$ cat src/verilog/mcu_reg_pkg.sv
package mcu_reg_pkg;

    // Register widths
    localparam int VADDR_W = 21;     // Video base and sound frame, bits 21..1
    localparam int HOFF_W  = 8;
    localparam int CONF_W  = 4;
    localparam int SCTL_W  = 4;      // Enable plus three control bits
    localparam int MODE_W  = 2;

    localparam logic [7:0] READ_FILL = 8'hFF;   // Unselected byte on readback

    // Bus timing, counted in 8 MHz enables
    localparam int SND_ACK_ENABLES = 2;
    localparam int BERR_ENABLES    = 64;
    localparam int CLK_DIV         = 4;         // clk32 cycles per 8 MHz period

endpackage

$ cat src/verilog/mcu_bus_pkg.sv
package mcu_bus_pkg;

    localparam int ADDR_W    = 23;              // Word address, bits 23..1
    localparam int DATA_W    = 16;
    localparam int BYTE_W    = 8;
    localparam int FC_W      = 3;
    localparam int ROM_SEL_W = 8;               // ROM0..ROM6 plus ROMP

    localparam logic [7:0]  DEV_PAGE  = 8'hFF;

    // Device windows, compared against the upper part of the device page
    localparam logic [6:0]  VPA_WIN   = {4'hF, 3'b110};     // FFFCxx-FFFDxx
    localparam logic [9:0]  MFP_WIN   = {8'hFA, 2'b00};     // FFFA0x-FFFA3x
    localparam logic [12:0] ACIA_WIN  = {12'hFC0, 1'b0};    // FFFC00-FFFC07
    localparam logic [13:0] FDC_WIN   = {12'h860, 2'b01};   // FF8604-FF8607
    localparam logic [10:0] RTC_WIN   = {8'hFC, 3'b001};    // FFFC2x-FFFC3x
    localparam logic [7:0]  SND_WIN   = 8'h88;              // FF88xx
    localparam logic [10:0] SREG_WIN  = {8'h89, 3'b000};    // FF890x-FF891x
    localparam logic [11:0] VREG_WIN  = 12'h820;            // FF8200-FF820F
    localparam logic [11:0] CONF_WIN  = 12'h800;            // FF8000-FF800F
    localparam logic [14:0] CART_WIN  = {12'h900, 3'b000};
    localparam logic [14:0] SYNC_WIN  = {12'h820, 3'b101};  // FF820A
    localparam logic [14:0] MODE_WIN  = {12'h826, 3'b000};  // FF8260
    localparam logic [14:0] JOY_WIN   = {12'h920, 3'b001};

    // ROM windows on A[23:18], except the paged ones
    localparam logic [5:0]  ROM0_WIN  = {4'hE, 2'b10};      // E8-EB
    localparam logic [5:0]  ROM1_WIN  = {4'hE, 2'b01};      // E4-E7
    localparam logic [5:0]  ROM2_WIN  = {4'hE, 2'b00};      // E0-E3
    localparam logic [5:0]  ROM3_CART = {4'hD, 2'b11};
    localparam logic [5:0]  ROM4_CART = {4'hD, 2'b10};
    localparam logic [5:0]  ROM5_WIN  = {4'hD, 2'b01};
    localparam logic [5:0]  ROM6_WIN  = {4'hD, 2'b00};
    localparam logic [7:0]  ROM3_PAGE = 8'hFB;
    localparam logic [7:0]  ROM4_PAGE = 8'hFA;
    localparam logic [10:0] ROMP_WIN  = {8'hFE, 3'b000};    // A[23:13]

    typedef enum logic [3:0] {
        SEL_NONE, SEL_CONFIG, SEL_VBASE_H, SEL_VBASE_M, SEL_VBASE_L, SEL_HOFF,
        SEL_MODE, SEL_SYNC, SEL_CART, SEL_SCTL, SEL_SFB_H, SEL_SFB_M, SEL_SFB_L,
        SEL_SFT_H, SEL_SFT_M, SEL_SFT_L
    } reg_sel_e;

endpackage
$ cat src/verilog/gstmcu_bus.sv
`timescale 1ns/1ps

module gstmcu_bus import mcu_bus_pkg::*, mcu_reg_pkg::*; (
    input  logic                 clk32,
    input  logic                 isndcsb,
    input  logic                 as_n_i,
    input  logic                 rw_i,
    input  logic                 uds_n_i,
    input  logic                 lds_n_i,
    input  logic                 vma_n_i,
    input  logic [FC_W-1:0]      fc_i,
    input  logic [ADDR_W:1]      addr_i,
    input  logic [DATA_W-1:0]    din_i,
    output logic [DATA_W-1:0]    dout_o,
    output logic                 mhz8_o,
    output logic                 dtack_n_o,
    output logic                 berr_n_o,
    output logic                 vpa_n_o,
    output logic                 iack_n_o,
    output logic [ROM_SEL_W-1:0] rom_n_o,
    output logic                 ram_n_o,
    output logic                 mfpcs_n_o,
    output logic                 acia_cs_n_o,
    output logic                 fcs_n_o,
    output logic                 rtccs_n_o,
    output logic                 rtcrd_n_o,
    output logic                 rtcwr_n_o,
    output logic                 sndcs_o,
    output logic                 sndir_o,
    output logic [MODE_W-1:0]    mode_o,
    output logic                 pal_o
);

    logic     mhz8_en, reg_rd, reg_wr, uds, lds, gamecart;
    logic     snd_sel, rom_any, reg_ack, fixed_ack, as_active;
    reg_sel_e reg_sel;

    clk_enable_gen u_clk_en (
        .clk32(clk32), .isndcsb(isndcsb), .mhz8_o(mhz8_o), .mhz8_en_o(mhz8_en)
    );

    addr_decode u_decode (
        .as_n_i(as_n_i), .rw_i(rw_i), .uds_n_i(uds_n_i), .lds_n_i(lds_n_i),
        .vma_n_i(vma_n_i), .fc_i(fc_i), .addr_i(addr_i), .gamecart_i(gamecart),
        .rom_n_o(rom_n_o), .ram_n_o(ram_n_o), .mfpcs_n_o(mfpcs_n_o),
        .acia_cs_n_o(acia_cs_n_o), .fcs_n_o(fcs_n_o), .rtccs_n_o(rtccs_n_o),
        .rtcrd_n_o(rtcrd_n_o), .rtcwr_n_o(rtcwr_n_o), .sndcs_o(sndcs_o),
        .sndir_o(sndir_o), .iack_n_o(iack_n_o), .vpa_n_o(vpa_n_o),
        .reg_sel_o(reg_sel), .reg_rd_o(reg_rd), .reg_wr_o(reg_wr),
        .uds_o(uds), .lds_o(lds), .snd_sel_o(snd_sel), .rom_any_o(rom_any),
        .reg_ack_o(reg_ack), .fixed_ack_o(fixed_ack), .as_active_o(as_active)
    );

    reg_file u_regs (
        .clk32(clk32), .isndcsb(isndcsb), .reg_sel_i(reg_sel), .reg_rd_i(reg_rd),
        .reg_wr_i(reg_wr), .uds_i(uds), .lds_i(lds), .din_i(din_i),
        .dout_o(dout_o), .gamecart_o(gamecart), .mode_o(mode_o), .pal_o(pal_o)
    );

    bus_timing u_timing (
        .clk32(clk32), .isndcsb(isndcsb), .mhz8_en_i(mhz8_en),
        .as_active_i(as_active), .snd_sel_i(snd_sel), .rom_any_i(rom_any),
        .reg_ack_i(reg_ack), .fixed_ack_i(fixed_ack),
        .dtack_n_o(dtack_n_o), .berr_n_o(berr_n_o)
    );

endmodule

$ cat src/verilog/bus_timing.sv
`timescale 1ns/1ps

module bus_timing import mcu_reg_pkg::*; (
    input  logic clk32,
    input  logic isndcsb,
    input  logic mhz8_en_i,
    input  logic as_active_i,
    input  logic snd_sel_i,
    input  logic rom_any_i,
    input  logic reg_ack_i,
    input  logic fixed_ack_i,
    output logic dtack_n_o,
    output logic berr_n_o
);

    logic [SND_ACK_ENABLES-1:0]    snd_dly;
    logic [$clog2(BERR_ENABLES):0] berr_cnt;   // MSB is the timeout flag

    // Sound chip needs two 8 MHz periods before acknowledge
    always_ff @(posedge clk32 or posedge isndcsb) begin
        if (isndcsb) begin
            snd_dly <= '0;
        end else if (!snd_sel_i) begin
            snd_dly <= '0;
        end else if (mhz8_en_i) begin
            snd_dly <= {snd_dly[SND_ACK_ENABLES-2:0], 1'b1};
        end
    end

    assign dtack_n_o = ~(snd_dly[SND_ACK_ENABLES-1] | rom_any_i | reg_ack_i | fixed_ack_i);

    always_ff @(posedge clk32 or posedge isndcsb) begin
        if (isndcsb) begin
            berr_cnt <= '0;
        end else if (!as_active_i) begin
            berr_cnt <= '0;                     // Idle strobe restarts the timeout
        end else if (mhz8_en_i && !berr_cnt[$high(berr_cnt)]) begin
            berr_cnt <= berr_cnt + 1'b1;        // Holds once flagged
        end
    end

    assign berr_n_o = ~berr_cnt[$high(berr_cnt)];

    // Bus error released one cycle after the strobe goes away
    a_berr_release: assert property (@(posedge clk32) disable iff (isndcsb)
        !as_active_i |=> berr_n_o);

endmodule

$ cat src/verilog/reg_file.sv
`timescale 1ns/1ps

module reg_file import mcu_bus_pkg::*, mcu_reg_pkg::*; (
    input  logic              clk32,
    input  logic              isndcsb,
    input  reg_sel_e          reg_sel_i,
    input  logic              reg_rd_i,
    input  logic              reg_wr_i,
    input  logic              uds_i,
    input  logic              lds_i,
    input  logic [DATA_W-1:0] din_i,
    output logic [DATA_W-1:0] dout_o,
    output logic              gamecart_o,
    output logic [MODE_W-1:0] mode_o,
    output logic              pal_o
);

    logic [VADDR_W:1]   vbase, sfb, sft;
    logic [HOFF_W-1:0]  hoff;
    logic [CONF_W-1:0]  conf;
    logic [SCTL_W-1:0]  sctl;
    logic [MODE_W-1:0]  hi_bits;
    logic [BYTE_W-1:0]  lo_byte;

    always_ff @(posedge clk32 or posedge isndcsb) begin
        if (isndcsb) begin
            vbase <= '0;
            sfb <= '0;
            sft <= '0;
            hoff <= '0;
            conf <= '0;
            sctl <= '0;
            mode_o <= '0;
            pal_o <= 1'b0;
            gamecart_o <= 1'b0;
        end else if (reg_wr_i) begin
            if (uds_i) begin
                case (reg_sel_i)
                    SEL_MODE: mode_o     <= din_i[BYTE_W +: MODE_W];
                    SEL_SYNC: pal_o      <= din_i[BYTE_W+1];
                    SEL_CART: gamecart_o <= din_i[BYTE_W];
                    default: ;
                endcase
            end
            if (lds_i) begin
                case (reg_sel_i)
                    SEL_CONFIG:  conf             <= din_i[CONF_W-1:0];
                    SEL_VBASE_H: vbase[VADDR_W:16] <= din_i[VADDR_W-16:0];
                    SEL_VBASE_M: vbase[15:8]      <= din_i[7:0];
                    SEL_VBASE_L: vbase[7:1]       <= din_i[7:1];   // Word aligned
                    SEL_HOFF:    hoff             <= din_i[HOFF_W-1:0];
                    SEL_SCTL:    sctl             <= din_i[SCTL_W-1:0];
                    SEL_SFB_H:   sfb[VADDR_W:16]  <= din_i[VADDR_W-16:0];
                    SEL_SFB_M:   sfb[15:8]        <= din_i[7:0];
                    SEL_SFB_L:   sfb[7:1]         <= din_i[7:1];
                    SEL_SFT_H:   sft[VADDR_W:16]  <= din_i[VADDR_W-16:0];
                    SEL_SFT_M:   sft[15:8]        <= din_i[7:0];
                    SEL_SFT_L:   sft[7:1]         <= din_i[7:1];
                    default: ;
                endcase
            end
        end
    end

    // Readback, unused bits forced high or low as on the real chip
    always_comb begin
        hi_bits = '1;
        lo_byte = READ_FILL;
        if (reg_rd_i && uds_i) begin
            case (reg_sel_i)
                SEL_MODE: hi_bits = mode_o;
                SEL_SYNC: hi_bits = {pal_o, 1'b0};
                SEL_CART: hi_bits = {1'b0, gamecart_o};
                default:  hi_bits = '1;
            endcase
        end
        if (reg_rd_i && lds_i) begin
            case (reg_sel_i)
                SEL_CONFIG:  lo_byte = {{(BYTE_W-CONF_W){1'b0}}, conf};
                SEL_VBASE_H: lo_byte = {2'b00, vbase[VADDR_W:16]};
                SEL_VBASE_M: lo_byte = vbase[15:8];
                SEL_VBASE_L: lo_byte = {vbase[7:1], 1'b0};
                SEL_HOFF:    lo_byte = hoff;
                SEL_SCTL:    lo_byte = {{(BYTE_W-SCTL_W){1'b0}}, sctl};
                SEL_SFB_H:   lo_byte = {2'b00, sfb[VADDR_W:16]};
                SEL_SFB_M:   lo_byte = sfb[15:8];
                SEL_SFB_L:   lo_byte = {sfb[7:1], 1'b0};
                SEL_SFT_H:   lo_byte = {2'b00, sft[VADDR_W:16]};
                SEL_SFT_M:   lo_byte = sft[15:8];
                SEL_SFT_L:   lo_byte = {sft[7:1], 1'b0};
                default:     lo_byte = READ_FILL;
            endcase
        end
    end

    assign dout_o = {{(BYTE_W-MODE_W){1'b1}}, hi_bits, lo_byte};

    // Decoder direction must be one way per cycle
    a_rd_wr_excl: assert property (@(posedge clk32) disable iff (isndcsb)
        !(reg_rd_i && reg_wr_i));

endmodule

$ cat src/verilog/addr_decode.sv
`timescale 1ns/1ps

module addr_decode import mcu_bus_pkg::*; (
    input  logic                 as_n_i,
    input  logic                 rw_i,
    input  logic                 uds_n_i,
    input  logic                 lds_n_i,
    input  logic                 vma_n_i,
    input  logic [FC_W-1:0]      fc_i,
    input  logic [ADDR_W:1]      addr_i,
    input  logic                 gamecart_i,
    output logic [ROM_SEL_W-1:0] rom_n_o,
    output logic                 ram_n_o,
    output logic                 mfpcs_n_o,
    output logic                 acia_cs_n_o,
    output logic                 fcs_n_o,
    output logic                 rtccs_n_o,
    output logic                 rtcrd_n_o,
    output logic                 rtcwr_n_o,
    output logic                 sndcs_o,
    output logic                 sndir_o,
    output logic                 iack_n_o,
    output logic                 vpa_n_o,
    output reg_sel_e             reg_sel_o,
    output logic                 reg_rd_o,
    output logic                 reg_wr_o,
    output logic                 uds_o,
    output logic                 lds_o,
    output logic                 snd_sel_o,
    output logic                 rom_any_o,
    output logic                 reg_ack_o,
    output logic                 fixed_ack_o,
    output logic                 as_active_o
);

    logic ias, ivma, fcx, idev, dev_cyc, overlap, rom, rvec, snd_sel;
    logic [ROM_SEL_W-1:0] rom_sel;

    assign ias     = ~as_n_i;
    assign ivma    = ~vma_n_i;
    assign uds_o   = ~uds_n_i;
    assign lds_o   = ~lds_n_i;
    assign fcx     = fc_i[0] ^ fc_i[1];     // User or supervisor, data or program
    assign idev    = fc_i[2] & fcx & (addr_i[23:16] == DEV_PAGE);
    assign dev_cyc = idev & ias;

    assign iack_n_o = ~(ias & (&fc_i) & (addr_i[3:1] == 3'b110));
    assign vpa_n_o  = ~(dev_cyc & (addr_i[15:9] == VPA_WIN));

    // Peripheral chip selects
    assign mfpcs_n_o   = ~(dev_cyc & (addr_i[15:6] == MFP_WIN));
    assign acia_cs_n_o = ~(idev & ivma & (addr_i[15:3] == ACIA_WIN));   // 6800 style cycle
    assign fcs_n_o     = ~(dev_cyc & uds_o & lds_o & (addr_i[15:2] == FDC_WIN));
    assign rtccs_n_o   = ~(dev_cyc & (addr_i[15:5] == RTC_WIN));
    assign rtcrd_n_o   = ~(rw_i & ivma & lds_o);
    assign rtcwr_n_o   = ~(~rw_i & ivma & lds_o);

    assign snd_sel   = dev_cyc & (addr_i[15:8] == SND_WIN);
    assign snd_sel_o = snd_sel;
    assign sndir_o   = snd_sel & ~rw_i;
    assign sndcs_o   = snd_sel & ~addr_i[1];

    // ROM, with cartridge remap and the reset vector overlay
    assign overlap = |addr_i[15:3];
    assign rom     = ias & rw_i & fcx;
    assign rvec    = ias & rw_i & ~overlap & fc_i[2] & fcx;

    assign rom_sel[0] = rom & (addr_i[23:18] == ROM0_WIN);
    assign rom_sel[1] = rom & (addr_i[23:18] == ROM1_WIN);
    assign rom_sel[2] = (rvec & (addr_i[23:16] == 8'h00)) | (rom & (addr_i[23:18] == ROM2_WIN));
    assign rom_sel[3] = rom & (gamecart_i ? (addr_i[23:18] == ROM3_CART)
                                          : (addr_i[23:16] == ROM3_PAGE));
    assign rom_sel[4] = rom & (gamecart_i ? (addr_i[23:18] == ROM4_CART)
                                          : (addr_i[23:16] == ROM4_PAGE));
    assign rom_sel[5] = rom & (addr_i[23:18] == ROM5_WIN);
    assign rom_sel[6] = rom & (addr_i[23:18] == ROM6_WIN);
    assign rom_sel[7] = rom & (addr_i[23:13] == ROMP_WIN);
    assign rom_n_o    = ~rom_sel;
    assign rom_any_o  = |rom_sel;

    // Low 64k is RAM except the vector overlay and system page in user mode
    assign ram_n_o = ~(ias & (((|addr_i[21:16]) & fcx & ~addr_i[23] & ~addr_i[22])
                   | ((addr_i[23:16] == 8'h00)
                      & (overlap | fcx | fc_i[2] | (addr_i[15:11] == 5'd0)))));

    always_comb begin
        reg_sel_o = SEL_NONE;
        if (dev_cyc) begin
            if (addr_i[15:4] == CONF_WIN && addr_i[3:1] == 3'd0) reg_sel_o = SEL_CONFIG;
            else if (addr_i[15:1] == MODE_WIN) reg_sel_o = SEL_MODE;
            else if (addr_i[15:1] == CART_WIN) reg_sel_o = SEL_CART;
            else if (addr_i[15:1] == SYNC_WIN) reg_sel_o = SEL_SYNC;
            else if (addr_i[15:4] == VREG_WIN) begin
                case (addr_i[3:1])
                    3'd0:    reg_sel_o = SEL_VBASE_H;
                    3'd1:    reg_sel_o = SEL_VBASE_M;
                    3'd6:    reg_sel_o = SEL_VBASE_L;
                    3'd7:    reg_sel_o = SEL_HOFF;
                    default: reg_sel_o = SEL_NONE;   // Video counter, not kept
                endcase
            end else if (addr_i[15:5] == SREG_WIN) begin
                case (addr_i[4:1])
                    4'd0:    reg_sel_o = SEL_SCTL;
                    4'd1:    reg_sel_o = SEL_SFB_H;
                    4'd2:    reg_sel_o = SEL_SFB_M;
                    4'd3:    reg_sel_o = SEL_SFB_L;
                    4'd7:    reg_sel_o = SEL_SFT_H;
                    4'd8:    reg_sel_o = SEL_SFT_M;
                    4'd9:    reg_sel_o = SEL_SFT_L;
                    default: reg_sel_o = SEL_NONE;
                endcase
            end
        end
    end

    assign reg_rd_o    = dev_cyc & rw_i;
    assign reg_wr_o    = dev_cyc & ~rw_i;
    assign reg_ack_o   = dev_cyc & ((addr_i[15:4] == CONF_WIN) | (addr_i[15:4] == VREG_WIN)
                       | (addr_i[15:5] == SREG_WIN) | (addr_i[15:1] == MODE_WIN));
    assign fixed_ack_o = dev_cyc & ((addr_i[15:1] == JOY_WIN) | (addr_i[15:1] == CART_WIN)
                       | (addr_i[15:1] == SYNC_WIN));
    assign as_active_o = ias;

endmodule

$ cat src/verilog/clk_enable_gen.sv
`timescale 1ns/1ps

module clk_enable_gen import mcu_reg_pkg::*; (
    input  logic clk32,
    input  logic isndcsb,
    output logic mhz8_o,
    output logic mhz8_en_o
);

    logic [$clog2(CLK_DIV)-1:0] phase;

    always_ff @(posedge clk32 or posedge isndcsb) begin
        if (isndcsb) begin
            phase <= '0;
        end else begin
            phase <= phase + 1'b1;      // Free running, wraps each 8 MHz period
        end
    end

    assign mhz8_o    = phase[$high(phase)];
    assign mhz8_en_o = &phase;          // Last phase of the period

    // Enable must stay a single-cycle pulse
    a_en_pulse: assert property (@(posedge clk32) disable iff (isndcsb)
        mhz8_en_o |=> !mhz8_en_o);

endmodule

$ cat config.mk
export PLATFORM = sky130hd
export DESIGN_NAME = gstmcu_bus
export DESIGN_NICKNAME = d
export VERILOG_FILES = /design/src/verilog/mcu_reg_pkg.sv /design/src/verilog/mcu_bus_pkg.sv /design/src/verilog/gstmcu_bus.sv /design/src/verilog/bus_timing.sv /design/src/verilog/reg_file.sv /design/src/verilog/addr_decode.sv /design/src/verilog/clk_enable_gen.sv
export SDC_FILE = /design/constraint.sdc
export NUM_CORES = 1
export LEC_CHECK = 0
export BUFFER_PORTS_ARGS = -buffer_cell sky130_fd_sc_hd__buf_2
export CORE_UTILIZATION = 40
export DETAILED_ROUTE_END_ITERATION = 8
export PLACE_DENSITY = 0.69
export RECOVER_POWER = 100
export SLEW_MARGIN = 20
export SYNTH_ARGS = -nofsm -noshare
export SYNTH_HDL_FRONTEND = slang
export SYNTH_SLANG_ARGS = --single-unit
export TNS_END_PERCENT = 30
$ cat constraint.sdc
create_clock -name clk32 -period 4.1 [get_ports clk32]
set_input_delay 0.205 -clock clk32 [delete_from_list [all_inputs] [get_ports clk32]]
set_output_delay 0.205 -clock clk32 [all_outputs]
set_load 0.01 [all_outputs]
==> Yosys cells after proc, flatten, opt, wreduce, memory -nomap -nowiden <==
Index checks and enable logic that the tools add are counted.
{ "totals": {"regBits": 94, "in_bits": 49, "word_cells": 196} }
{ "op_classes": {"addsub": 2, "eq_ne": 49, "n_mux": 19, "n_bitwise": 78, "reduce_logical": 30} }
{ "ops": {"columns": ["op", "count"], "rows": [
  ["case mux 8 bit (12 select lines)", 1],
  ["equality test 15 bit, second input constant", 4],
  ["AND reduction 3 bit", 16],
  ["AND 1 bit", 43],
  ["equality test 6 bit, second input constant", 7],
  ["equality test 4 bit, second input constant", 10],
  ["equality test 11 bit, second input constant", 3],
  ["equality test 8 bit, second input constant", 4],
  ["2-to-1 mux 4 bit", 7],
  ["case mux 4 bit (7 select lines)", 1],
  ["equality test 12 bit, second input constant", 2],
  ["equality test 4 x 3 -> 1 bit, second input constant", 5],
  ["NOT 1 bit", 20],
  ["equality test 4 x 2 -> 1 bit, second input constant", 4],
  ["equality test 14 bit, second input constant", 1],
  ["2-to-1 mux 7 bit", 2],
  ["equality test 13 bit, second input constant", 1],
  ["OR 1 bit", 13],
  ["OR reduction 13 bit", 1],
  ["case mux 3 bit (4 select lines)", 1],
  ["equality test 10 bit, second input constant", 1],
  ["equality test 4 x 1 -> 1 bit, second input constant", 2],
  ["zero test 8 bit", 1],
  ["2-to-1 mux 8 bit", 1],
  ["other kinds (20)", 27]
]} }

==> Depth between registers and ports, before layout <==
{ "logic_depth": {"ltp_word": 12, "mapped_depth": 10, "ltp_nobuf": 8} }

==> By module <==
Synthesis repeated with hierarchy kept, for this count alone.
{ "hier_totals": {"cells_unflattened": 516, "area_unflattened_um2": 5586.6} }
{ "modules_own_cells": {"columns": ["module", "instances", "cells_per_inst", "area_per_inst_um2", "seq_area_each_um2"], "rows": [
  ["reg_file", 1, 337, 4221.5, 2077.0],
  ["addr_decode", 1, 134, 855.8, 0.0],
  ["bus_timing", 1, 40, 439.2, 225.2],
  ["clk_enable_gen", 1, 5, 70.1, 50.0]
]} }

==> Least setup slack after synthesis <==
Ideal clock, no wire load.
{ "synth_path": {"path_kind": "input -> output", "startpoint": "in addr_i[6] (netlist name)", "endpoint": "out dout_o[3]", "t_arrival_ps": 3041, "t_required_ps": 3895, "slack_ps": 854, "path_stages": 9, "path_buffers": 2, "cell_sequence": "clkbuf_1 or4bb_1 or4_1 buf_2 and4_4 or3_1 a221o_1 a221o_1 a2111o_1"} }
{ "synth_between": {"elab_chain_cells": 11, "elab_cells_between_ends": 28} }
{ "synth_lines": {"columns": ["element", "line", "rtl"], "rows": [
  ["from (decl)", "gstmcu_bus.sv:12", "input logic [ADDR_W:1] addr_i,"],
  ["equality test 11 bit", "addr_decode.sv:101", "end else if (addr_i[15:5] == SREG_WIN) begin"],
  ["2-to-1 mux 4 bit", "addr_decode.sv:101", null],
  ["2-to-1 mux 4 bit", "addr_decode.sv:93", "else if (addr_i[15:4] == VREG_WIN) begin"],
  ["2-to-1 mux 4 bit", "addr_decode.sv:92", "else if (addr_i[15:1] == SYNC_WIN) reg_sel_o = SEL_SYNC;"],
  ["2-to-1 mux 4 bit", "addr_decode.sv:91", "else if (addr_i[15:1] == CART_WIN) reg_sel_o = SEL_CART;"],
  ["2-to-1 mux 4 bit", "addr_decode.sv:90", "else if (addr_i[15:1] == MODE_WIN) reg_sel_o = SEL_MODE;"],
  ["2-to-1 mux 4 bit (*)", "addr_decode.sv:89", "if (addr_i[15:4] == CONF_WIN && addr_i[3:1] == 3'd0) reg_sel_o = SEL_CONFIG;"],
  ["2-to-1 mux 4 bit (*)", "addr_decode.sv:88", "if (dev_cyc) begin"],
  ["equality test 4 bit (tied with other cells)", "reg_file.sv:78", "case (reg_sel_i)"],
  ["case mux 8 bit (12 select lines) (*)", "reg_file.sv:78", null],
  ["2-to-1 mux 8 bit (*)", "reg_file.sv:77", "if (reg_rd_i && lds_i) begin"],
  ["to (decl)", "gstmcu_bus.sv:14", "output logic [DATA_W-1:0] dout_o,"]
]} }
Mark *: on every way between the ends. The rest lies on a longest branch, timed or not.

==> Worst setup path in the final report <==
{ "layout_path": {"startpoint": "in addr_i[12] (netlist name)", "endpoint": "out dout_o[1]"} }
The elaborated chain is that of the path after synthesis.

==> key figures <==
Run status
  • Outcome: complete, but fails checks
  • Failing checks: capacitance limit, slew limit

Die
  • Die width: 124 µm
  • Die footprint: 15,400 µm²
  • Floorplan row count: 44
  • Core Box Area: 14,500 µm²
  • Initial Util: 0.411
  • I/O pin cnt: 90
  • DIE HEIGHT: 124 µm

Logic synthesis
  • Top_reg_cell synth: dfrtp_1
  • Post-synth top area share: 0.394
  • Synth top area cells: dfrtp_1 39%, mux2_2 17%, nand4_1 3.0%
  • Yosys warns: 0
  • Seq/Total Area, Yosys: 0.394
  • Syn_area_per_cell: 10.0 µm²
  • Cell taking the most area after synthesis: dfrtp_1
  • Cell variety after synth: 79
  • Netlist Area Pre-Place: 5970 µm²
  • Cell count after synthesis: 594
  • Async S/R FF share, synth: 1.00
  • Yosys reg bits: 94
  • Post-synth EDFFs: 0

Worst setup path
  • Worst Setup SP: addr_i[12]
  • Crit. End Element: primary output
  • R2r startpoint: u_clk_en.phase[1]$_DFF_PP0_
  • Crit-path max FO: 10
  • R2r setup slk: 2.34 ns
  • Critical Path AT: 3.65 ns
  • Worst reg2reg path depth: 5
  • Reg-to-reg endpoint: u_timing.berr_cnt[5]$_DFFE_PP0P_
  • Worst endpoint required time: 3.89 ns
  • Crit Path Class: in2out
  • Critical path launch point type: primary input

Pwr
  • LEAKAGE: 3.05 nW
  • Maximum VDD drop: 0.199 mV
  • Pwr/cell area: 271 nW/µm²

Route
  • Per-cell routed wire length: 20.8 µm
  • DRC: 0
  • DR pass1 iterations: 7
  • Final ANT Viol Nets: 0
  • Vias/cell: 6.34
  • Via count: 5,418
  • DRT iter0 DRCs: 650
  • Detailed Route WL: 17,800 µm

Flow run
  • Total of max-cap violations: 1

Global route
  • GRT Util Overall: 0.237
  • First-pass GRT wire length: 27,700 µm
  • Total congestion overflow: 0
  • M3 GR Usage: 0.0458
  • Met1 Track Usage GR: 0.306
  • Met2 Use GR: 0.385
  • GR peak layer: met2
  • Largest net degree at the start of global routing: 54
  • Vias in the first global route: 5,286
  • Initial antenna violation count: 0

Cells and area
  • Layout fillers: 1,412
  • ANT cells: 0
  • Register area: 2350 µm²
  • Multi-input logic area: 3420 µm²
  • Net count, final: 719
  • Layout cells sized above 1: 0.273
  • Layout area overhead: 13.9%

CTS
  • Hold buffer count at cts: 1
  • Post-CTS setup buffer count: 0
  • CTS Buf Count: 9
  • Post_cts resized: 0
  • Root Buffer: clkbuf_16
  • # H-tree levels: 3
  • Clock sinks: 94
  • CTS tree: built
  • Clk buf depth: 2
  • Clk Latency, worst-skew pair: 0.34 ns
  • CTS clk-pin slew, worst paths: 0.06 ns

Place
  • Placer Congestion: 0.919
  • Pre-CTS setup slack: 0.327 ns
  • HPWL after detailed placement: 12,800 µm
  • Port bufs: 77

STA
  • Setup TNS Final: 0 ns
  • Top achievable clock speed: 0.260 GHz
  • Unrepaired setup endpoints after global routing: no
  • Final worst slack: 0.247 ns
  • Final Max Slew Viols: 43
  • Tmin final: 3.85 ns
  • Final period util: 0.940
  • Clock Skew: 0.00844 ns
  • Final Hold Fails: 0
  • Final Setup Violations: 0
  • Slew @ Worst Pin: 1.94 ns
  • Slew headroom: -0.301

Min path
  • Hold Path Stages: 2
  • Min-Delay Endpoint: u_regs.gamecart_o$_DFFE_PP0P_
  • Hold Crit Start: din_i[8]
  • HP Class: in2reg
metal layers:
layer | vias to the layer above | wire, µm | part of all wire
met5 | - | 0 | 0
met2 | 242 | 8430 | 0.47
met4 | 0 | 609 | 0.034
met3 | 59 | 1120 | 0.063
li1 | 2432 | - | -
met1 | 2685 | 7630 | 0.43
metrics by stage:
step	total power [mW]	std cells	hold slack [ns]	util	instance area, µm²
3_5_place_dp	1.09	839	0.345	0.452	6580
3_3_place_gp	1.08	839	0.338	0.452	6580
5_1_grt	1.91	855	0.109	0.468	6800
4_1_cts	1.86	855	0.0991	0.472	6860
6_report	1.84	855	0.107	0.468	6800
2_1_floorplan	1.03	599	0.337	-	5990
Yosys cell counts, types with 4 or more instances:
library cell and n:
or3_1 6, buf_1 4, o211ai_1 5, nor3_1 24, o21ai_0 7, inv_1 11, o2111ai_1 5, clkbuf_1 27
a21oi_1 8, buf_4 6, nand4b_1 4, nor4_1 14, a31oi_1 4, a221oi_1 5, or2_2 6, and4_1 4
nor2_1 40, mux2_2 88, or4_1 6, nor2b_1 6, and2_1 4, mux2i_1 16, nor3b_1 6, nand4_1 29
dfrtp_1 94, nand3_1 22, nand2_1 37, and3_1 8, o32ai_1 5, o211a_1 4, a221o_1 4, and3b_1 4
critical path: stages:
cell	delay, ns
buf_2	0.14
or4b_1	0.61
or4_1	0.67
a2111oi_4	0.48
a21boi_1	0.33
o21ai_1	0.30
nand2_1	0.12
o311ai_0	0.56
buf_2	0.24
placed cells by master (no fill, tap or decap), drive strengths merged, types with 4 or more instances in the layout:
master	count
or4b	5
nand3	22
conb	6
clkbuf	48
nor2	40
nor4b	4
or4	6
nor3b	6
mux2	90
o21ai	8
and3b	4
a221o	4
a21oi	8
clkinvlp	4
or3	6
o2111ai	5
a221oi	5
a31oi	4
or2	6
and3	8
o32ai	5
nor4	14
o211ai	5
dfrtp	94
nand4b	4
and2	4
buf	59
and4	5
nor3	24
inv	11
nand2	37
a2111oi	4
mux2i	16
nor2b	6
o211a	4
nand4	29
worst max path at each step:
stage | endpoint
floorplan | dout_o[3]
global placement | dout_o[0]
detailed placement | dout_o[0]
CTS | dout_o[0]
global route | dout_o[2]
finish | dout_o[1]
power by group:
| part | leakage (nW) | internal (mW) | switching (mW) |
|---|---|---|---|
| Sequential | 1.31 | 0.928 | 0.000635 |
| Combinational | 1.62 | 0.0397 | 0.103 |
| Clock | 0.124 | 0.426 | 0.346 |
| Total | 3.05 | 1.39 | 0.449 |
layout make-up:
cell class | count | share of cell area
clock buffers | 11 | 0.0357
clock inverters | 4 | 0.00460
inverters | 11 | 0.00626
multi-input cells | 454 | 0.503
flip-flops and latches | 94 | 0.346
well taps | 184 | 0.0339
repair buffers | 97 | 0.0707
logic make-up (layout without fill, tap and decap cells):
group	count (synthesis)	after routing	synth area share
AO/OA/AOI/OAI	90	90	0.125
XOR/XNOR	6	6	0.00881
adder cells (fa/ha/maj)	3	3	0.00629
buffers and inverters	51	123	0.0365
flip-flops	94	94	0.394
multiplexers	106	106	0.197
other	1	6	0.000628
AND/OR/NAND/NOR	243	243	0.232
state kept, by name, summed over array words and instances, names as in the netlist, 2 cells and up:
register,cells
u_regs.conf,4
u_regs.sctl,4
u_regs.sfb,21
u_timing.snd_dly,2
u_regs.mode_o,2
u_clk_en.phase,2
u_timing.berr_cnt,7
u_regs.vbase,21
u_regs.hoff,8
u_regs.sft,21
No activity file was read; power rests on OpenSTA's default activity.
